<file path="src/axi2apb_pkg.sv">
// Bridge widths, queue depth and entry sizes, burst/phase/response enums, response ranking
package axi2apb_pkg;

    // ~~~~~~~~~~~~~~~~~~~~~~~~~~~~~~
    // Widths
    // ~~~~~~~~~~~~~~~~~~~~~~~~~~~~~~
    localparam int id_w       = 4;
    localparam int axi_data_w = 64;
    localparam int apb_data_w = 32;
    localparam int addr_w     = 32;
    localparam int len_w      = 8;
    localparam int strb_w     = axi_data_w / 8;
    localparam int apb_strb_w = apb_data_w / 8;

    // Queue geometry
    localparam int fifo_depth = 4;
    localparam int fifo_ptr_w = $clog2(fifo_depth);
    localparam int fifo_cnt_w = $clog2(fifo_depth + 1);

    // Packed queue entries
    localparam int ar_entry_w = id_w + len_w + 2 + addr_w;
    localparam int w_entry_w  = strb_w + axi_data_w;
    localparam int r_entry_w  = id_w + axi_data_w + 2 + 1;
    localparam int b_entry_w  = id_w + 2;

    // Encoding 2'b11 is reserved and walks like fixed
    typedef enum logic [1:0] {
        burst_fixed = 2'd0,
        burst_incr  = 2'd1,
        burst_wrap  = 2'd2
    } burst_e;

    typedef enum logic [2:0] {
        ph_idle,
        ph_lo_setup,
        ph_lo_access,
        ph_hi_setup,
        ph_hi_access
    } apb_phase_e;

    // Encodings rise with severity
    typedef enum logic [1:0] {
        resp_okay   = 2'd0,
        resp_exokay = 2'd1,
        resp_slverr = 2'd2,
        resp_decerr = 2'd3
    } resp_e;

    function automatic resp_e worst_resp(input resp_e a, input resp_e b);
        return (a > b) ? a : b;
    endfunction

endpackage

</file>
<file path="src/bridge_ifs.sv">
// Burst command and beat response interfaces between the bridge stages
interface burst_cmd_if import axi2apb_pkg::*; ();

    logic                  valid;
    logic                  is_write;
    logic [id_w-1:0]       id;
    logic [addr_w-1:0]     addr;
    logic [len_w-1:0]      len;
    burst_e                burst;
    logic [axi_data_w-1:0] wdata;
    logic [strb_w-1:0]     wstrb;
    logic                  w_avail;
    logic                  take;
    logic                  wpop;

    modport source (
        output valid, is_write, id, addr, len, burst, wdata, wstrb, w_avail,
        input  take, wpop
    );

    modport sink (
        input  valid, is_write, id, addr, len, burst, wdata, wstrb, w_avail,
        output take, wpop
    );

endinterface

interface beat_resp_if import axi2apb_pkg::*; ();

    logic                  r_push;
    logic [id_w-1:0]       rid;
    logic [axi_data_w-1:0] rdata;
    resp_e                 rresp;
    logic                  rlast;
    logic                  r_full;
    logic                  b_push;
    logic [id_w-1:0]       bid;
    resp_e                 bresp;
    logic                  b_full;

    modport source (
        output r_push, rid, rdata, rresp, rlast, b_push, bid, bresp,
        input  r_full, b_full
    );

    modport sink (
        input  r_push, rid, rdata, rresp, rlast, b_push, bid, bresp,
        output r_full, b_full
    );

endinterface

</file>
<file path="src/bridge_fifo.sv">
// Synchronous first-word-fall-through FIFO with configurable entry width
module bridge_fifo import axi2apb_pkg::*; #(
    parameter int width = 8
) (
    input  logic             clk,
    input  logic             rst_n,
    input  logic             push,
    input  logic [width-1:0] din,
    input  logic             pop,
    output logic [width-1:0] dout,
    output logic             empty,
    output logic             full
);

    logic [width-1:0]      mem [fifo_depth];
    logic [fifo_ptr_w-1:0] wr_ptr;
    logic [fifo_ptr_w-1:0] rd_ptr;
    logic [fifo_cnt_w-1:0] count;
    logic                  do_push;
    logic                  do_pop;

    function automatic logic [fifo_ptr_w-1:0] ptr_next(input logic [fifo_ptr_w-1:0] p);
        if (p == fifo_ptr_w'(fifo_depth - 1)) begin
            return '0;
        end
        return p + 1'b1;
    endfunction

    assign empty   = (count == '0);
    assign full    = (count == fifo_cnt_w'(fifo_depth));
    assign do_push = push && !full;
    assign do_pop  = pop && !empty;
    assign dout    = mem[rd_ptr];

    always_ff @(posedge clk) begin
        if (do_push) begin
            mem[wr_ptr] <= din;
        end
    end

    always_ff @(posedge clk or negedge rst_n) begin
        if (!rst_n) begin
            wr_ptr <= '0;
            rd_ptr <= '0;
            count  <= '0;
        end else begin
            if (do_push) begin
                wr_ptr <= ptr_next(wr_ptr);
            end
            if (do_pop) begin
                rd_ptr <= ptr_next(rd_ptr);
            end
            case ({do_push, do_pop})
                2'b10:   count <= count + 1'b1;
                2'b01:   count <= count - 1'b1;
                default: count <= count;
            endcase
        end
    end

endmodule

</file>
<file path="src/axi_req_capture.sv">
// AR, AW and W request queues with read-first burst selection
module axi_req_capture import axi2apb_pkg::*; (
    input  logic                  clk,
    input  logic                  rst_n,
    input  logic [addr_w-1:0]     araddr,
    input  logic [id_w-1:0]       arid,
    input  logic [len_w-1:0]      arlen,
    input  logic [1:0]            arburst,
    input  logic [2:0]            arsize,
    input  logic                  arvalid,
    output logic                  arready,
    input  logic [addr_w-1:0]     awaddr,
    input  logic [id_w-1:0]       awid,
    input  logic [len_w-1:0]      awlen,
    input  logic [1:0]            awburst,
    input  logic [2:0]            awsize,
    input  logic                  awvalid,
    output logic                  awready,
    input  logic [axi_data_w-1:0] wdata,
    input  logic [strb_w-1:0]     wstrb,
    input  logic                  wlast,
    input  logic                  wvalid,
    output logic                  wready,
    burst_cmd_if.source           cmd
);

    logic                  ar_empty, ar_full;
    logic                  aw_empty, aw_full;
    logic                  w_empty, w_full;
    logic [ar_entry_w-1:0] ar_head, aw_head;
    logic [w_entry_w-1:0]  w_head;
    logic [id_w-1:0]       hd_id;
    logic [len_w-1:0]      hd_len;
    logic [1:0]            hd_burst;
    logic [addr_w-1:0]     hd_addr;
    logic                  busy, busy_write, pick_write;

    assign arready = !ar_full;
    assign awready = !aw_full;
    assign wready  = !w_full;

    // ~~~~~~~~~~~~~~~~~~~~~~~~~~~~~~
    // Request queues
    // ~~~~~~~~~~~~~~~~~~~~~~~~~~~~~~
    bridge_fifo #(.width(ar_entry_w)) ar_fifo_i (
        .clk(clk), .rst_n(rst_n),
        .push(arvalid && arready), .din({arid, arlen, arburst, araddr}),
        .pop(cmd.take && !busy_write), .dout(ar_head),
        .empty(ar_empty), .full(ar_full)
    );

    bridge_fifo #(.width(ar_entry_w)) aw_fifo_i (
        .clk(clk), .rst_n(rst_n),
        .push(awvalid && awready), .din({awid, awlen, awburst, awaddr}),
        .pop(cmd.take && busy_write), .dout(aw_head),
        .empty(aw_empty), .full(aw_full)
    );

    bridge_fifo #(.width(w_entry_w)) w_fifo_i (
        .clk(clk), .rst_n(rst_n),
        .push(wvalid && wready), .din({wstrb, wdata}),
        .pop(cmd.wpop), .dout(w_head),
        .empty(w_empty), .full(w_full)
    );

    // Reads win while unlocked, then the choice holds until take
    assign pick_write = busy ? busy_write : ar_empty;

    always_ff @(posedge clk or negedge rst_n) begin
        if (!rst_n) begin
            busy       <= 1'b0;
            busy_write <= 1'b0;
        end else if (cmd.take) begin
            busy <= 1'b0;
        end else if (!busy && cmd.valid) begin
            busy       <= 1'b1;
            busy_write <= pick_write;
        end
    end

    assign {hd_id, hd_len, hd_burst, hd_addr} = pick_write ? aw_head : ar_head;

    assign cmd.valid    = busy || !ar_empty || !aw_empty;
    assign cmd.is_write = pick_write;
    assign cmd.id       = hd_id;
    assign cmd.len      = hd_len;
    assign cmd.burst    = burst_e'(hd_burst);
    // Read bursts start on a 64-bit boundary
    assign cmd.addr     = pick_write ? hd_addr : {hd_addr[addr_w-1:3], 3'b000};
    assign cmd.wdata    = w_head[axi_data_w-1:0];
    assign cmd.wstrb    = w_head[w_entry_w-1:axi_data_w];
    assign cmd.w_avail  = !w_empty;

endmodule

</file>
<file path="src/apb_beat_engine.sv">
// Burst address generator and APB phase machine for split 64-bit beats
module apb_beat_engine import axi2apb_pkg::*; (
    input  logic                  clk,
    input  logic                  rst_n,
    burst_cmd_if.sink             cmd,
    beat_resp_if.source           resp,
    output logic                  psel,
    output logic                  penable,
    output logic                  pwrite,
    output logic [addr_w-1:0]     paddr,
    output logic [apb_data_w-1:0] pwdata,
    output logic [apb_strb_w-1:0] pstrb,
    input  logic                  pready,
    input  logic [1:0]            presp,
    input  logic [apb_data_w-1:0] prdata
);

    apb_phase_e            state;
    logic                  active;
    logic                  dir_wr;
    logic [addr_w-1:0]     beat_addr;
    logic [addr_w-1:0]     next_addr;
    logic [addr_w-1:0]     wrap_mask;
    logic [len_w-1:0]      beats_left;
    resp_e                 acc_resp;
    resp_e                 pslv_resp;
    logic [apb_data_w-1:0] lo_rdata;
    logic                  hi_phase, last_beat, beat_go, lo_done, beat_done;

    assign pslv_resp = resp_e'(presp);
    assign hi_phase  = (state == ph_hi_setup) || (state == ph_hi_access);
    assign last_beat = (beats_left == '0);
    assign lo_done   = (state == ph_lo_access) && pready;
    assign beat_done = (state == ph_hi_access) && pready;
    assign beat_go   = (state == ph_idle) && active && (dir_wr ? cmd.w_avail : !resp.r_full);

    // ~~~~~~~~~~~~~~~~~~~~~~~~~~~~~~
    // Beat address sequence
    // ~~~~~~~~~~~~~~~~~~~~~~~~~~~~~~
    // Wrap window spans 8 bytes per beat of the burst
    assign wrap_mask = ((addr_w'(cmd.len) + 1'b1) << 3) - 1'b1;

    always_comb begin
        case (cmd.burst)
            burst_incr: next_addr = beat_addr + addr_w'(8);
            burst_wrap: next_addr = (beat_addr & ~wrap_mask) |
                                    ((beat_addr + addr_w'(8)) & wrap_mask);
            default:    next_addr = beat_addr;
        endcase
    end

    // ~~~~~~~~~~~~~~~~~~~~~~~~~~~~~~
    // APB phases
    // ~~~~~~~~~~~~~~~~~~~~~~~~~~~~~~
    always_ff @(posedge clk or negedge rst_n) begin
        if (!rst_n) begin
            state      <= ph_idle;
            active     <= 1'b0;
            dir_wr     <= 1'b0;
            beat_addr  <= '0;
            beats_left <= '0;
            acc_resp   <= resp_okay;
        end else begin
            case (state)
                ph_idle: begin
                    // A write burst waits for room in the B queue
                    if (!active && cmd.valid && (!cmd.is_write || !resp.b_full)) begin
                        active     <= 1'b1;
                        dir_wr     <= cmd.is_write;
                        beat_addr  <= cmd.addr;
                        beats_left <= cmd.len;
                        acc_resp   <= resp_okay;
                    end else if (beat_go) begin
                        state <= ph_lo_setup;
                    end
                end
                ph_lo_setup: state <= ph_lo_access;
                ph_lo_access: begin
                    if (pready) begin
                        state <= ph_hi_setup;
                        if (dir_wr) begin
                            acc_resp <= worst_resp(acc_resp, pslv_resp);
                        end
                    end
                end
                ph_hi_setup: state <= ph_hi_access;
                ph_hi_access: begin
                    if (pready) begin
                        state <= ph_idle;
                        if (dir_wr) begin
                            acc_resp <= worst_resp(acc_resp, pslv_resp);
                        end
                        if (last_beat) begin
                            active <= 1'b0;
                        end else begin
                            beats_left <= beats_left - 1'b1;
                            beat_addr  <= next_addr;
                        end
                    end
                end
                default: state <= ph_idle;
            endcase
        end
    end

    always_ff @(posedge clk) begin
        if (lo_done) begin
            lo_rdata <= prdata;
        end
    end

    assign psel    = (state != ph_idle);
    assign penable = (state == ph_lo_access) || (state == ph_hi_access);
    assign pwrite  = psel && dir_wr;
    assign paddr   = hi_phase ? beat_addr + addr_w'(4) : beat_addr;
    assign pwdata  = hi_phase ? cmd.wdata[axi_data_w-1:apb_data_w] : cmd.wdata[apb_data_w-1:0];
    assign pstrb   = !dir_wr ? '0 :
                     hi_phase ? cmd.wstrb[strb_w-1:apb_strb_w] : cmd.wstrb[apb_strb_w-1:0];

    assign resp.r_push = beat_done && !dir_wr;
    assign resp.rid    = cmd.id;
    assign resp.rdata  = {prdata, lo_rdata};
    assign resp.rresp  = pslv_resp;
    assign resp.rlast  = last_beat;
    assign resp.b_push = beat_done && dir_wr && last_beat;
    assign resp.bid    = cmd.id;
    assign resp.bresp  = worst_resp(acc_resp, pslv_resp);

    assign cmd.take = beat_done && last_beat;
    assign cmd.wpop = beat_done && dir_wr;

endmodule

</file>
<file path="src/axi_resp_queue.sv">
// R and B response queues feeding the AXI read-data and write-response channels
module axi_resp_queue import axi2apb_pkg::*; (
    input  logic                  clk,
    input  logic                  rst_n,
    beat_resp_if.sink             resp,
    output logic [id_w-1:0]       rid,
    output logic [axi_data_w-1:0] rdata,
    output logic [1:0]            rresp,
    output logic                  rlast,
    output logic                  rvalid,
    input  logic                  rready,
    output logic [id_w-1:0]       bid,
    output logic [1:0]            bresp,
    output logic                  bvalid,
    input  logic                  bready
);

    logic                 r_empty;
    logic                 b_empty;
    logic [r_entry_w-1:0] r_head;
    logic [b_entry_w-1:0] b_head;

    bridge_fifo #(.width(r_entry_w)) r_fifo_i (
        .clk(clk), .rst_n(rst_n),
        .push(resp.r_push), .din({resp.rid, resp.rdata, resp.rresp, resp.rlast}),
        .pop(rready && rvalid), .dout(r_head),
        .empty(r_empty), .full(resp.r_full)
    );

    bridge_fifo #(.width(b_entry_w)) b_fifo_i (
        .clk(clk), .rst_n(rst_n),
        .push(resp.b_push), .din({resp.bid, resp.bresp}),
        .pop(bready && bvalid), .dout(b_head),
        .empty(b_empty), .full(resp.b_full)
    );

    // Queue heads go straight out as the AXI payload
    assign {rid, rdata, rresp, rlast} = r_head;
    assign {bid, bresp}               = b_head;
    assign rvalid = !r_empty;
    assign bvalid = !b_empty;

endmodule

</file>
<file path="src/axi2apb_bridge.sv">
// AXI slave to APB master bridge top level
module axi2apb_bridge import axi2apb_pkg::*; (
    input  logic                  clk,
    input  logic                  rst_n,
    input  logic [id_w-1:0]       arid,
    input  logic [addr_w-1:0]     araddr,
    input  logic [len_w-1:0]      arlen,
    input  logic [2:0]            arsize,
    input  logic [1:0]            arburst,
    input  logic                  arvalid,
    output logic                  arready,
    output logic [id_w-1:0]       rid,
    output logic [axi_data_w-1:0] rdata,
    output logic [1:0]            rresp,
    output logic                  rlast,
    output logic                  rvalid,
    input  logic                  rready,
    input  logic [id_w-1:0]       awid,
    input  logic [addr_w-1:0]     awaddr,
    input  logic [len_w-1:0]      awlen,
    input  logic [2:0]            awsize,
    input  logic [1:0]            awburst,
    input  logic                  awvalid,
    output logic                  awready,
    input  logic [axi_data_w-1:0] wdata,
    input  logic [strb_w-1:0]     wstrb,
    input  logic                  wlast,
    input  logic                  wvalid,
    output logic                  wready,
    output logic [id_w-1:0]       bid,
    output logic [1:0]            bresp,
    output logic                  bvalid,
    input  logic                  bready,
    output logic                  psel,
    output logic                  penable,
    output logic                  pwrite,
    output logic [addr_w-1:0]     paddr,
    output logic [apb_data_w-1:0] pwdata,
    output logic [apb_strb_w-1:0] pstrb,
    input  logic                  pready,
    input  logic [1:0]            presp,
    input  logic [apb_data_w-1:0] prdata
);

    burst_cmd_if cmd_if ();
    beat_resp_if resp_if ();

    axi_req_capture capture_i (
        .clk(clk), .rst_n(rst_n),
        .araddr(araddr), .arid(arid), .arlen(arlen), .arburst(arburst),
        .arsize(arsize), .arvalid(arvalid), .arready(arready),
        .awaddr(awaddr), .awid(awid), .awlen(awlen), .awburst(awburst),
        .awsize(awsize), .awvalid(awvalid), .awready(awready),
        .wdata(wdata), .wstrb(wstrb), .wlast(wlast), .wvalid(wvalid), .wready(wready),
        .cmd(cmd_if.source)
    );

    apb_beat_engine engine_i (
        .clk(clk), .rst_n(rst_n),
        .cmd(cmd_if.sink), .resp(resp_if.source),
        .psel(psel), .penable(penable), .pwrite(pwrite), .paddr(paddr),
        .pwdata(pwdata), .pstrb(pstrb), .pready(pready), .presp(presp), .prdata(prdata)
    );

    axi_resp_queue resp_queue_i (
        .clk(clk), .rst_n(rst_n),
        .resp(resp_if.sink),
        .rid(rid), .rdata(rdata), .rresp(rresp), .rlast(rlast),
        .rvalid(rvalid), .rready(rready),
        .bid(bid), .bresp(bresp), .bvalid(bvalid), .bready(bready)
    );

endmodule

</file>
<file path="config.mk">
export PLATFORM = sky130hd
export DESIGN_NAME = axi2apb_bridge
export DESIGN_NICKNAME = d
export VERILOG_FILES = /design/src/axi2apb_pkg.sv /design/src/bridge_ifs.sv /design/src/bridge_fifo.sv /design/src/axi_req_capture.sv /design/src/apb_beat_engine.sv /design/src/axi_resp_queue.sv /design/src/axi2apb_bridge.sv
export SDC_FILE = /design/constraint.sdc
export NUM_CORES = 1
export LEC_CHECK = 0
export BUFFER_PORTS_ARGS = -buffer_cell sky130_fd_sc_hd__buf_4
export CAP_MARGIN = 20
export CORE_MARGIN = 4
export CORE_UTILIZATION = 60
export CTS_BUF_LIST = sky130_fd_sc_hd__clkbuf_8 sky130_fd_sc_hd__clkbuf_16
export CTS_CLUSTER_SIZE = 28
export DETAILED_ROUTE_END_ITERATION = 10
export PLACE_DENSITY = 0.85
export SKIP_LAST_GASP = 1
export SYNTH_ARGS = -nofsm -noshare
export SYNTH_HDL_FRONTEND = slang
export SYNTH_HIERARCHICAL = 1
export SYNTH_SLANG_ARGS = --single-unit
export TNS_END_PERCENT = 30
</file>
<file path="constraint.sdc">
create_clock -name clk -period 4.55 [get_ports clk]
set_clock_uncertainty 0.2 [all_clocks]
set_input_delay 1.1375 -clock clk [delete_from_list [all_inputs] [get_ports clk]]
set_output_delay 1.1375 -clock clk [all_outputs]
set_load 0.02 [all_outputs]
</file>
==> impl_metrics.toml <==
[status]
outcome = "finished, final reports clean"

[die]
pin_count = 366
num_rows = 98
initial_core_util_pct = 60.6
fp.dieH_um = 277
die_x_um = 277
coreArea_um2 = 71500
die_area_um2 = 76500

[power_and_ir_drop]
clock_power_share_pct = 28.0
max-vdd-ir-drop_mv = 0.487
p_sw_mw = 8.76
power_mw = 28.8
comb_power_share_pct = 25.0
power.density_nw_per_um2 = 577
pwr-share-seq_pct = 47.0
swShare_pct = 30.4
leakage_nw = 17.2
internal_power_mw = 20.1

[sta]
slew_headroom_pct = 25.8
setup_viol_count_final = 0
fin_crit_sh_pct = 96.6
report.final.slew_viol_count = 0
finalHoldViolations = 0
fin_hold_ws_ns = 0.306
timing.fmax_mhz = 228
tns_ns = 0
rsz0062_at_grt = "false"
fin_crit_ns = 4.39
tightest_slew_ns = 1.11

[synthesis]
postSynthAreaPerCell_um2 = 20.0
synth_nets = 2423
synth_area_um2 = 43300
synthesis.instances = 2166
ys_warn_count = 6

[drt]
antenna_left = 0
totalWireLength_um = 99600
drc = 0
first_iter_violations = 2287
vias = 22300
dr.pass1.iters = 8
avgRoutedWirePerCell_um = 27.9
via_per_inst = 6.25

[global_route]
overflow = 0
grt_pass1_vias = 23300
grt_use_total_pct = 26.0
antenna_found_initial = 11
grt_max_degree = 73
grt_pass1_wl_um = 150000

[finish]
fin_area_um2 = 50000
fill_cells = 4024
fin_nets = 2785
fin_cells = 3566
area_growth_syn_to_layout_pct = 15.4
layout-drive-gt1-share_pct = 36.3

[worst_setup_path]
r2r_setup_slack_ns = 0.26
max_stage_delay_ns = 0.54
path_delay_family = "buffers and inverters"
path_class = "register to output pin"
crit_path_frequent_cell = "buf_4"
path_cells = "buf_4 > or3b_4 > nand2_2 > buf_4 > mux2_2 > buf_4"
startpoint_type = "register"
cp_max_fo = 38
cp_slowest_cell = "or3b_4"
cp-end-kind = "output pin"
worstPathRequired_ns = 3.21
crit_arrival_ns = 3.06
r2r_start = "capture_i/aw_fifo_i/rd_ptr[0]"
path_buf_inv = 3
worst_r2r_path_depth = 9

[cts]
cts_num_sinks = 1068
path_clk_slew_ns = 0.06
h-tree-depth = 3
numCtsBuffers = 101
clockBufferDepth = 3
ctsRootBufferMaster = "clkbuf_16"
cts_tree = "built"
worstSkewPairLatency_ns = 0.67

[job]
maxCapViolCount = 0

[placement]
place.detailed.hpwl_um = 61300
dpl_cell_area_um2 = 46700
place.detailed.instances = 3374
io_buffers = 355
place.gp.congestion = 0.835

[worst_hold_path]
hold_path_end = "resp_queue_i/r_fifo_i/mem[1][19]"
whs_path_depth = 0
min-delay-start = "engine_i/lo_rdata[16]"
min_path_type = "register to register"
## registers in the layout, summed over array words and instances (netlist names), 4 cells and up, named ones only
signal	cells
resp_queue_i/r_fifo_i/mem	284
engine_i/beats_left	8
capture_i/w_fifo_i/mem	288
capture_i/aw_fifo_i/mem	184
capture_i/ar_fifo_i/mem	172
engine_i/beat_addr	4
resp_queue_i/b_fifo_i/mem	24
engine_i/lo_rdata	32
## layout make-up
class / count / area, µm² / share of cell area [%]
Sequential cell: 1068 / 31700 / 63.4
Multi-Input combinational cell: 882 / 10500 / 20.9
Timing Repair Buffer: 410 / 3200 / 6.41
Clock buffer: 104 / 2570 / 5.14
Tap cell: 950 / 1190 / 2.38
Clock inverter: 79 / 631 / 1.26
Inverter: 65 / 244 / 0.488
Antenna cell: 8 / 20.0 / 0.0401
## timing repair
action                                  4_1_cts  5_1_grt
endpoints found under the setup margin       41        4
setup buffers                                 0        1
hold buffers                                  0        0
resized for setup                             1        0
pin swaps                                     1        2
## how the worst max path moves through the flow
stage,from,end,slack (ns),depth (start not counted)
floorplan,pready,engine_i/lo_rdata[0],0.49,2
global placement,capture_i/aw_fifo_i/rd_ptr[0],register,0.43,9
finish,engine_i/state[2],pwdata[11],0.16,6
detailed placement,capture_i/aw_fifo_i/rd_ptr[0],register,0.38,9
global route,capture_i/aw_fifo_i/rd_ptr[0],register,0.02,9
CTS,engine_i/state[2],paddr[30],0.04,8
## power by group through the flow
| stage | combinational, mW | sequential [mW] | clock [mW] |
|---|---|---|---|
| after global routing | 7.66 | 13.7 | 8.62 |
| final | 7.21 | 13.6 | 8.07 |
| after floorplan | 4.78 | 13.2 | 0 |
| after global placement | 6.93 | 13.5 | 0 |
| after detailed placement | 7.15 | 13.7 | 0 |
| after CTS | 7.27 | 13.6 | 8.16 |
## through the flow
step                setup WS [ns]  util [%]
finish                      0.156      69.9
detailed placement          0.380      65.4
global route               0.0243      69.9
CTS                        0.0354      69.9
global placement            0.430      65.4
floorplan                   0.489         -
## layout by cell type, fill, tap and decap left out, types with 10 or more instances in the layout
master     count
ha_1          39
o211ai_1      10
a21oi_1       26
nand3_1       32
mux2i_1       11
xor2_1        22
nand2_1       49
nor2_1        69
edfxtp_1     984
inv_1         90
clkinv_1      23
mux4_2       238
mux2_2        71
a22oi_1       11
clkbuf_16    101
nor3_1        18
buf_12        10
nor2b_1       18
o21ai_0       29
mux2_4        32
and3_1        13
clkinv_2      15
buf_4        400
dfrtp_1       76
xnor2_1       32
## layer usage
layer,global-route usage [%],routed length [µm],vias up
met5,0,53,-
met1,33.0,35100,11600
met2,45.9,53400,1122
met3,4.88,7600,212
met4,8.73,3530,6
li1,-,-,9370
Power figures use the tool's default switching activity.
